===== src/regctl_pkg.sv =====
package regctl_pkg;

	// axi address width, covers 256 words
	localparam int ADDR_W = 10;
	// register and bus data width
	localparam int DATA_W = 32;
	// word index, taken from address bits 9..2
	localparam int IDX_W = 8;

	typedef logic [ADDR_W-1:0] axi_addr_t;
	typedef logic [DATA_W-1:0] reg_data_t;
	typedef logic [IDX_W-1:0] reg_idx_t;
	typedef logic [1:0] axi_resp_t;

	// register map in word indices
	// read-only identity word
	localparam reg_idx_t REG_ID = 8'd0;
	// bit 0 enables the event counter
	localparam reg_idx_t REG_CTRL = 8'd1;
	// counter value, a write presets it
	localparam reg_idx_t REG_COUNT = 8'd2;
	// index 3 is left unmapped
	localparam reg_idx_t REG_SCRATCH_BASE = 8'd4;
	// scratch words sit at 4..11
	localparam int NUM_SCRATCH = 8;

	// "REG1" in ascii
	localparam reg_data_t ID_VALUE = 32'h5245_4731;

	// only OKAY is ever returned
	localparam axi_resp_t RESP_OKAY = 2'b00;

endpackage

===== src/regctl_top.sv =====
`timescale 1ns/100ps

module regctl_top (
	input  logic                  clk,
	input  logic                  resetn,
	input  regctl_pkg::axi_addr_t s_axi_awaddr,
	input  logic                  s_axi_awvalid,
	output logic                  s_axi_awready,
	input  regctl_pkg::reg_data_t s_axi_wdata,
	input  logic                  s_axi_wvalid,
	output logic                  s_axi_wready,
	output regctl_pkg::axi_resp_t s_axi_bresp,
	output logic                  s_axi_bvalid,
	input  logic                  s_axi_bready,
	input  regctl_pkg::axi_addr_t s_axi_araddr,
	input  logic                  s_axi_arvalid,
	output logic                  s_axi_arready,
	output regctl_pkg::reg_data_t s_axi_rdata,
	output regctl_pkg::axi_resp_t s_axi_rresp,
	output logic                  s_axi_rvalid,
	input  logic                  s_axi_rready
);
	import regctl_pkg::*;

	// bridge to register bank
	logic rd_en;
	reg_idx_t rd_idx;
	reg_data_t rd_data;
	logic wr_en;
	reg_idx_t wr_idx;
	reg_data_t wr_data;
	// register bank to counter
	logic count_en;
	logic load;
	reg_data_t load_value;
	reg_data_t count;

	axil_regctl i_axil_regctl (
		.clk           (clk),
		.resetn        (resetn),
		.s_axi_awaddr  (s_axi_awaddr),
		.s_axi_awvalid (s_axi_awvalid),
		.s_axi_awready (s_axi_awready),
		.s_axi_wdata   (s_axi_wdata),
		.s_axi_wvalid  (s_axi_wvalid),
		.s_axi_wready  (s_axi_wready),
		.s_axi_bresp   (s_axi_bresp),
		.s_axi_bvalid  (s_axi_bvalid),
		.s_axi_bready  (s_axi_bready),
		.s_axi_araddr  (s_axi_araddr),
		.s_axi_arvalid (s_axi_arvalid),
		.s_axi_arready (s_axi_arready),
		.s_axi_rdata   (s_axi_rdata),
		.s_axi_rresp   (s_axi_rresp),
		.s_axi_rvalid  (s_axi_rvalid),
		.s_axi_rready  (s_axi_rready),
		.rd_en         (rd_en),
		.rd_idx        (rd_idx),
		.rd_data       (rd_data),
		.wr_en         (wr_en),
		.wr_idx        (wr_idx),
		.wr_data       (wr_data)
	);

	reg_bank i_reg_bank (
		.clk        (clk),
		.resetn     (resetn),
		.rd_en      (rd_en),
		.rd_idx     (rd_idx),
		.wr_en      (wr_en),
		.wr_idx     (wr_idx),
		.wr_data    (wr_data),
		.rd_data    (rd_data),
		.count_en   (count_en),
		.load       (load),
		.load_value (load_value),
		.count      (count)
	);

	event_counter i_event_counter (
		.clk        (clk),
		.resetn     (resetn),
		.count_en   (count_en),
		.load       (load),
		.load_value (load_value),
		.count      (count)
	);

endmodule


===== src/axil_regctl.sv =====
`timescale 1ns/100ps

module axil_regctl (
	input  logic                  clk,
	input  logic                  resetn,
	// write address channel
	input  regctl_pkg::axi_addr_t s_axi_awaddr,
	input  logic                  s_axi_awvalid,
	output logic                  s_axi_awready,
	// write data channel
	input  regctl_pkg::reg_data_t s_axi_wdata,
	input  logic                  s_axi_wvalid,
	output logic                  s_axi_wready,
	// write response channel
	output regctl_pkg::axi_resp_t s_axi_bresp,
	output logic                  s_axi_bvalid,
	input  logic                  s_axi_bready,
	// read address channel
	input  regctl_pkg::axi_addr_t s_axi_araddr,
	input  logic                  s_axi_arvalid,
	output logic                  s_axi_arready,
	// read data channel
	output regctl_pkg::reg_data_t s_axi_rdata,
	output regctl_pkg::axi_resp_t s_axi_rresp,
	output logic                  s_axi_rvalid,
	input  logic                  s_axi_rready,
	// register side strobes
	output logic                  rd_en,
	output regctl_pkg::reg_idx_t  rd_idx,
	input  regctl_pkg::reg_data_t rd_data,
	output logic                  wr_en,
	output regctl_pkg::reg_idx_t  wr_idx,
	output regctl_pkg::reg_data_t wr_data
);
	import regctl_pkg::*;

	// write address held from acceptance until the strobe
	axi_addr_t aw_addr_q;
	// high while no write response is outstanding
	logic aw_en;
	// awready and wready always move together
	logic wr_ready_q;
	logic bvalid_q;
	logic arready_q;
	logic rvalid_q;
	logic wr_accept;
	logic rd_accept;

	// both aw and w present and the previous response is gone
	assign wr_accept = ~wr_ready_q && s_axi_awvalid && s_axi_wvalid && aw_en;
	// no new read while read data still waits for rready
	assign rd_accept = ~arready_q && s_axi_arvalid && ~rvalid_q;

	always_ff @(posedge clk) begin
		if (!resetn) begin
			wr_ready_q <= 1'b0;
			aw_en <= 1'b1;
		end else if (wr_accept) begin
			wr_ready_q <= 1'b1;
			aw_en <= 1'b0;
		end else begin
			// ready is a single cycle pulse
			wr_ready_q <= 1'b0;
			// reopen for the next write after the b handshake
			if (bvalid_q && s_axi_bready)
				aw_en <= 1'b1;
		end
	end

	always_ff @(posedge clk) begin
		if (wr_accept)
			aw_addr_q <= s_axi_awaddr;
	end

	// strobe in the cycle both readies are up
	assign wr_en = wr_ready_q && s_axi_awvalid && s_axi_wvalid;
	assign wr_idx = aw_addr_q[ADDR_W-1 -: IDX_W];
	// master holds wdata until wready, so no copy is needed
	assign wr_data = s_axi_wdata;

	always_ff @(posedge clk) begin
		if (!resetn)
			bvalid_q <= 1'b0;
		else if (wr_en && !bvalid_q)
			bvalid_q <= 1'b1;
		else if (s_axi_bready)
			bvalid_q <= 1'b0;
	end

	always_ff @(posedge clk) begin
		if (!resetn)
			arready_q <= 1'b0;
		else
			arready_q <= rd_accept;
	end

	// araddr is still stable during the arready cycle
	assign rd_en = arready_q && s_axi_arvalid && ~rvalid_q;
	assign rd_idx = s_axi_araddr[ADDR_W-1 -: IDX_W];

	// rvalid rises together with the registered rd_data
	always_ff @(posedge clk) begin
		if (!resetn)
			rvalid_q <= 1'b0;
		else if (rd_en)
			rvalid_q <= 1'b1;
		else if (s_axi_rready)
			rvalid_q <= 1'b0;
	end

	assign s_axi_awready = wr_ready_q;
	assign s_axi_wready = wr_ready_q;
	assign s_axi_bvalid = bvalid_q;
	assign s_axi_bresp = RESP_OKAY;
	assign s_axi_arready = arready_q;
	assign s_axi_rvalid = rvalid_q;
	// reg_bank holds rd_data until the next rd_en
	assign s_axi_rdata = rd_data;
	assign s_axi_rresp = RESP_OKAY;

	// register write exactly in the cycle of the aw/w handshake
	assert property (@(posedge clk) disable iff (!resetn)
		wr_en == (s_axi_awready && s_axi_wready));

	// write response is held until the master takes it
	assert property (@(posedge clk) disable iff (!resetn)
		s_axi_bvalid && !s_axi_bready |=> s_axi_bvalid);

	// read data is held until the master takes it
	assert property (@(posedge clk) disable iff (!resetn)
		s_axi_rvalid && !s_axi_rready |=> s_axi_rvalid);

	// a pending read response blocks new read addresses
	assert property (@(posedge clk) disable iff (!resetn)
		$rose(s_axi_arready) |-> !s_axi_rvalid);

endmodule


===== src/reg_bank.sv =====
`timescale 1ns/100ps

module reg_bank (
	input  logic                  clk,
	input  logic                  resetn,
	// strobes from the bridge
	input  logic                  rd_en,
	input  regctl_pkg::reg_idx_t  rd_idx,
	input  logic                  wr_en,
	input  regctl_pkg::reg_idx_t  wr_idx,
	input  regctl_pkg::reg_data_t wr_data,
	output regctl_pkg::reg_data_t rd_data,
	// counter control and value
	output logic                  count_en,
	output logic                  load,
	output regctl_pkg::reg_data_t load_value,
	input  regctl_pkg::reg_data_t count
);
	import regctl_pkg::*;

	reg_data_t scratch [NUM_SCRATCH];
	// control register bit 0
	logic ctrl_en;
	// offsets into the scratch array, wrap high below the base
	reg_idx_t wr_off;
	reg_idx_t rd_off;
	logic wr_scratch;
	logic rd_scratch;
	// word selected for the current read
	reg_data_t rd_word;

	assign wr_off = wr_idx - REG_SCRATCH_BASE;
	assign rd_off = rd_idx - REG_SCRATCH_BASE;
	// one unsigned compare covers both ends of the window
	assign wr_scratch = wr_off < reg_idx_t'(NUM_SCRATCH);
	assign rd_scratch = rd_off < reg_idx_t'(NUM_SCRATCH);

	always_ff @(posedge clk) begin
		if (!resetn)
			ctrl_en <= 1'b0;
		else if (wr_en && wr_idx == REG_CTRL)
			ctrl_en <= wr_data[0];
	end

	always_ff @(posedge clk) begin
		if (wr_en && wr_scratch)
			scratch[wr_off[$clog2(NUM_SCRATCH)-1:0]] <= wr_data;
	end

	assign count_en = ctrl_en;
	// counter preset rides on the write strobe itself
	assign load = wr_en && wr_idx == REG_COUNT;
	assign load_value = wr_data;

	// read select, unmapped words give zero
	always_comb begin
		rd_word = '0;
		case (rd_idx)
			REG_ID:
				rd_word = ID_VALUE;
			REG_CTRL:
				rd_word[0] = ctrl_en;
			REG_COUNT:
				rd_word = count;
			default: begin
				if (rd_scratch)
					rd_word = scratch[rd_off[$clog2(NUM_SCRATCH)-1:0]];
			end
		endcase
	end

	// captured at the end of the rd_en cycle, held until the next read
	always_ff @(posedge clk) begin
		if (rd_en)
			rd_data <= rd_word;
	end

	// without a bus write the counter only steps by its enable
	assert property (@(posedge clk) disable iff (!resetn)
		!wr_en |=> count == $past(count) + $past(count_en));

endmodule


===== src/event_counter.sv =====
`timescale 1ns/100ps

module event_counter (
	input  logic                  clk,
	input  logic                  resetn,
	// level, counts every cycle while high
	input  logic                  count_en,
	// single cycle preset request
	input  logic                  load,
	input  regctl_pkg::reg_data_t load_value,
	output regctl_pkg::reg_data_t count
);

	// preset has priority over counting
	// wraps to zero after all ones
	always_ff @(posedge clk) begin
		if (!resetn)
			count <= '0;
		else if (load)
			count <= load_value;
		else if (count_en)
			count <= count + 1'b1;
	end

endmodule


===== config.mk =====
export PLATFORM = sky130hd
export DESIGN_NAME = regctl_top
export DESIGN_NICKNAME = d
export VERILOG_FILES = /design/src/regctl_pkg.sv /design/src/regctl_top.sv /design/src/axil_regctl.sv /design/src/reg_bank.sv /design/src/event_counter.sv
export SDC_FILE = /design/constraint.sdc
export NUM_CORES = 1
export LEC_CHECK = 0
export ABC_AREA = 1
export BUFFER_PORTS_ARGS = -buffer_cell sky130_fd_sc_hd__buf_4
export CAP_MARGIN = 20
export CELL_PAD_IN_SITES_DETAIL_PLACEMENT = 0
export CELL_PAD_IN_SITES_GLOBAL_PLACEMENT = 1
export CORE_ASPECT_RATIO = 1.25
export CORE_MARGIN = 1
export CORE_UTILIZATION = 45
export CTS_BUF_LIST = sky130_fd_sc_hd__clkbuf_16
export DETAILED_ROUTE_END_ITERATION = 8
export GPL_TIMING_DRIVEN = 0
export PLACE_DENSITY = 0.75
export SYNTH_ARGS = -nofsm -noshare
export SYNTH_HDL_FRONTEND = slang
export SYNTH_HIERARCHICAL = 1
export SYNTH_SLANG_ARGS = --single-unit

===== constraint.sdc =====
create_clock -name clk -period 6.9 [get_ports clk]
set_input_delay 0.69 -clock clk [delete_from_list [all_inputs] [get_ports clk]]
set_output_delay 0.69 -clock clk [all_outputs]
set_load 0.02 [all_outputs]

**Word-level counts from Yosys, hierarchy flattened**

Memory sizes are Yosys's and may differ from the RTL's.
Index checks and enable logic that the tools add are counted.

- Reductions and logical operators: 20
- Muxes and demuxes: 14
- Magnitude comparators: 2
- Bitwise gates (word level): 3
- Add/subtract/negate cells: 3
- Equal/unequal tests: 4

Operators by type and width:

| operator | number |
|---|---|
| $mux 32 | 3 |
| $pmux 31 s3 | 1 |
| $add 32x1->32 const B | 1 |
| $eq 8x1->1 const B | 2 |
| $eq 8x2->1 const B | 2 |
| $lt 8x4->1 const B | 2 |
| $sub 8x3->8 const B | 2 |
| $logic_and 1x1->1 | 14 |
| $mux 1 | 9 |
| $logic_not 8->1 | 1 |
| $reduce_bool 2->1 | 4 |
| $not 1->1 | 3 |
| $pmux 1 s3 | 1 |
| $logic_not 1->1 | 1 |

- Input port bits: 59
- RAM bits: 256
- Logic and storage cells: 56
- Output and inout port bits: 41
- Flip-flop bits (word level): 80
- Memories: 1

Memories:

| memory | words | bits a word | rd ports | clocked after memory_dff | wr ports | RTL line | text |
|---|---|---|---|---|---|---|---|
| i_reg_bank.scratch | 8 | 32 | 1 | 0 | 1 | reg_bank.sv:21 | `reg_data_t scratch [NUM_SCRATCH];` |

**Depth between registers and ports, before layout**

- Depth after elaboration: 5
- Gate-level depth with buffers: 13
- Depth with buffers taken out: 13

**Hierarchy**

Netlist, hierarchy kept.

Modules (own cells, without submodules):

| module | cells each | area an instance (um2) | times used |
|---|---|---|---|
| reg_bank | 1122 | 12370.6 | 1 |
| event_counter | 336 | 2194.6 | 1 |
| axil_regctl | 117 | 1037.2 | 1 |

**Least setup slack after synthesis**

OpenSTA, ideal clock, no wires.

- Kind: input -> register
- From: in s_axi_wvalid
- To: mem i_reg_bank/scratch[0][0] (netlist bit) (enable)
- Library setup time: 0.421 ns
- Arrival: 2.782 ns
- Cell stages on the path: 8
- Buffers on the path: 0
- Slack: 3.697 ns
- Cell sequence: nand2_1 > inv_2 > nand2_2 > inv_1 > nand3_1 > nor3b_1 > nand3_1 > nor2_1

- Cells in the longest elaborated chain, start to end: 4

Ends and longest elaborated chain:

| what | RTL line | text |
|---|---|---|
| from (decl) | regctl_top.sv:10 | `input logic s_axi_wvalid,` |
| $logic_and 1x1->1 | axil_regctl.sv:76 | `assign wr_en = wr_ready_q && s_axi_awvalid && s_axi_wvalid;` |
| net wr_en | regctl_top.sv:29 | `logic wr_en;` |
| $logic_and 1x1->1 | reg_bank.sv:46 | `if (wr_en && wr_scratch)` |
| $mux 1 | reg_bank.sv:46 |  |
| $mux 1 (implied by the code) | reg_bank.sv:47 | `scratch[wr_off[$clog2(NUM_SCRATCH)-1:0]] <= wr_data;` |
| to (decl) | reg_bank.sv:21 |  |

The timed path passes the listed nets, and every way through them passes these cells.

**Final worst setup path**

- From: reg i_axil_regctl.aw_addr_q[4]
- To: reg i_event_counter.count[19]

- Cells in the longest elaborated chain, start to end: 3
- Elaborated cells between the ends (all ways): 4

Ends and longest elaborated chain:

| what | RTL line | text |
|---|---|---|
| from (decl) | axil_regctl.sv:38 | `axi_addr_t aw_addr_q;` |
| from (signal assigned) | axil_regctl.sv:72 | `aw_addr_q <= s_axi_awaddr;` |
| $eq 8x2->1 (*) | reg_bank.sv:52 | `assign load = wr_en && wr_idx == REG_COUNT;` |
| $logic_and 1x1->1 (*) | reg_bank.sv:52 |  |
| net load | regctl_top.sv:34 | `logic load;` |
| $mux 32 or $reduce_bool 2->1 (tied branches) | -- |  |
| to (signal assigned) | event_counter.sv:20 | `count <= load_value;` |
| to (signal assigned) | event_counter.sv:22 | `count <= count + 1'b1;` |
| to (decl) | event_counter.sv:11 | `output regctl_pkg::reg_data_t count` |

The timed path passes the listed nets; every way through them passes the cells marked *.
A chain may end at the register's enable or synchronous reset.

==> summary.txt <==
Timing
  – Final Cycle Share: 0.432
  – Max-slew headroom: 0.262
  – Clock skew: 0.0160 ns
  – Max Fclk: approximately 340 MHz
  – Worst slew pin tran: 1.10 ns
  – Final Max Tran Viols: 0
  – RSZ-0062 raised after global routing: false
  – Min Tclk post-route: 2.98 ns
  – Hold violation total from the final report: 0
  – Setup violations, final: 0
  – Setup TNS: 0 ns
  – Final hold slack: 0.354 ns

CTS
  – CTS Root Cell: clkbuf_16
  – CTS resizes: 0
  – Clk Latency, worst-skew pair: 0.52 ns
  – CTS Buf Count: 35
  – Clk sink count: roughly 330
  – Reg clk slew, reported paths: ~0.06 ns
  – CTS tree: yes
  – H-tree Lvls: 2
  – Longest Clk Path Bufs: 3
  – Buffer count from post-CTS setup fixing: 0
  – Hold buffer count at CTS: 0

Global route
  – Largest net degree at the start of global routing: 33
  – Vias in the first global route: 10113
  – First-pass GRT wire length: 59.1 mm
  – Initial antenna violation count: 0
  – Global route total overflow: 0
  – Total Routing Usage GR: 0.225

Final layout
  – Layout Cells excl Fill: 2162
  – Final nets: about 1700
  – Final core occ: 0.532
  – N_diodes: 0
  – Layout cells sized above 1: 0.191
  – Syn-to-layout area delta: 15.5%

Synth
  – Leading area contributor after synthesis: edfxtp_1
  – Yosys top cell area share: 0.570
  – Post-synthesis register bit count: ~330
  – Post-synthesis sequential area ratio: 0.618
  – Post-synth cell types: 37
  – Synth Warn #: 6
  – Post-synthesis cell count: 1575
  – Syn Area/Cell: 9.91 µm²
  – Synth area leaders: edfxtp_1, nand2_1, nand3_1
  – Netlist Area Pre-Place: 15600 µm²

Status
  – Status: finished clean

Critical path
  – Crit-path max FO: 10
  – Required time of the critical path: 7.26 ns
  – CP arrival: about 3.3 ns
  – Startpoint Class: register
  – R2r setup slk: ~3.9 ns
  – WS Path Type: register to register
  – Crit path capture type: register

Route
  – Wire length after detailed routing: around 39 mm
  – Vias: ~11000
  – DR iter-0 viols: 650
  – Pre-Repair DR Iteration Count: 5
  – Antenna viol nets, final: 0
  – Drt via density: 4.90
  – Avg WL per Cell: around 18 µm
  – DRC violations left: 0

Pwr
  – Cell Pwr Density: 243 nW/µm²
  – VDD IR-drop max: 166 µV
  – Leakage power: 7.33 nW

Floorplan
  – Die area: 35400 µm²
  – Core area: roughly 34000 µm²
  – Die Ht: 210 µm
  – Initial Utilization: 0.461
  – # IOs: 100
  – Row count: 75
  – Die X: ~170 µm

Job
  – Max_cap viols: 0

Placement
  – Placed insts: ~2100
  – PortBufs: 51
  – RD Place Congestion: 0.907
  – Final HPWL DP: 27.9 mm

Min path
  – Hold crit path type: input pin to register
[metrics by stage]
stage / setup WS [ns] / cell area (µm²) / total power, W
2_1_floorplan: 3.70 / 15600 / 0.00242
4_1_cts: 3.89 / 18000 / 0.00442
3_5_place_dp: 3.35 / 16800 / 0.00251
6_report: 3.92 / 18000 / 0.00438
3_3_place_gp: 2.05 / 16600 / 0.00250
5_1_grt: 3.74 / 18000 / 0.00452
[layout make-up]
type | instances | area, µm²
Clock buffer | 37 | 926
Fill cell | 3037 | 15900
Timing Repair Buffer | 59 | 588
Buffer | 168 | 1150
Multi-Input combinational cell | 891 | 4180
Inverter | 185 | 699
Clock inverter | 26 | 255
Sequential cell | 334 | 9650
Tap cell | 462 | 578
[worst max-delay path: stages, from the launching register on]
cell	delay, ns
edfxtp_1	0.42
inv_1	0.17
ha_1	0.19
nand2_1	0.05
nor4_1	0.88
nor2_2	0.37
buf_2	0.34
a22oi_1	0.29
a21oi_1	0.11
[synth_stat cells]
cell,number
nand2_1,497
conb_1,1
nor2_8,1
nand3_1,203
and2_1,1
nor2_4,14
nor3b_1,1
a21oi_2,2
o211ai_1,13
dfxtp_1,38
a31oi_1,3
nand4_1,2
nor4_1,1
ha_1,5
o21ai_0,10
nor2_1,47
nor2_2,5
nand2_4,2
edfxtp_1,296
xnor2_1,2
buf_1,2
nor3_4,1
buf_2,33
buf_4,119
inv_1,177
inv_2,6
xor2_1,8
inv_6,1
or2_2,3
a21oi_1,28
clkinv_1,1
buf_6,4
clkbuf_1,10
nand3_2,2
a22oi_1,23
nand2_2,10
nor3_1,3
[layout by cell type, fill, tap and decap left out, drive strengths merged]
master / n
ha: 5
nand4: 2
bufinv: 5
inv: 193
a31oi: 3
conb: 4
clkbuf: 47
dfxtp: 38
nand3: 205
or2: 3
nor4: 1
nand2: 509
buf: 217
a22oi: 23
o21ai: 10
clkinv: 11
xor2: 8
nor3b: 1
xnor2: 2
nor2: 67
nor3: 4
a21oi: 30
o211ai: 13
edfxtp: 296
clkinvlp: 2
and2: 1
[power breakdown]
part | internal, W | switching (W)
combinational | 0.0000911 | 0.000160
sequential | 0.00221 | 0.00000393
clock | 0.00116 | 0.000758
total | 0.00346 | 0.000922
[metal layers]
metal,track usage,share of wire,vias up
met5,0,0,-
met3,0.0291,0.045,60
li1,-,-,5255
met2,0.402,0.51,275
met1,0.282,0.42,5012
met4,0.0749,0.027,0
[flip-flops by register name, summed over array words and instances, names as in the netlist]
| name | count |
|---|---|
| i_event_counter/count | 32 |
| i_axil_regctl/aw_en | 1 |
| i_reg_bank/count_en | 1 |
| i_axil_regctl/s_axi_bvalid | 1 |
| i_axil_regctl/s_axi_arready | 1 |
| i_axil_regctl/s_axi_awready | 1 |
| i_reg_bank/scratch | 256 |
| i_axil_regctl/s_axi_rvalid | 1 |
| i_axil_regctl/aw_addr_q | 8 |
| i_reg_bank/rd_data | 32 |
[cell families (layout without fill, tap and decap cells)]
kind of cell / Yosys count / count (layout) / share of synthesized area
AO/OA/AOI/OAI: 79 / 79 / 0.0318
XOR/XNOR: 10 / 10 / 0.00561
adder cells (fa/ha/maj): 5 / 5 / 0.00401
buffers and inverters: 353 / 475 / 0.118
flip-flops: 334 / 334 / 0.618
other: 1 / 4 / 0.000240
AND/OR/NAND/NOR: 793 / 793 / 0.221
[final timing paths]
path / from / cells after the start / end
worst max-delay path: i_axil_regctl/aw_addr_q[4] / 8 / i_event_counter/count[19]
worst min-delay path: s_axi_awaddr[2] / 1 / i_axil_regctl/aw_addr_q[2]
worst max register to register: i_axil_regctl/aw_addr_q[4] / 8 / i_event_counter/count[19]
worst min register to register: i_axil_regctl/s_axi_arready / 1 / i_axil_regctl/s_axi_arready
Note: power is estimated with default switching activity, not from simulation.
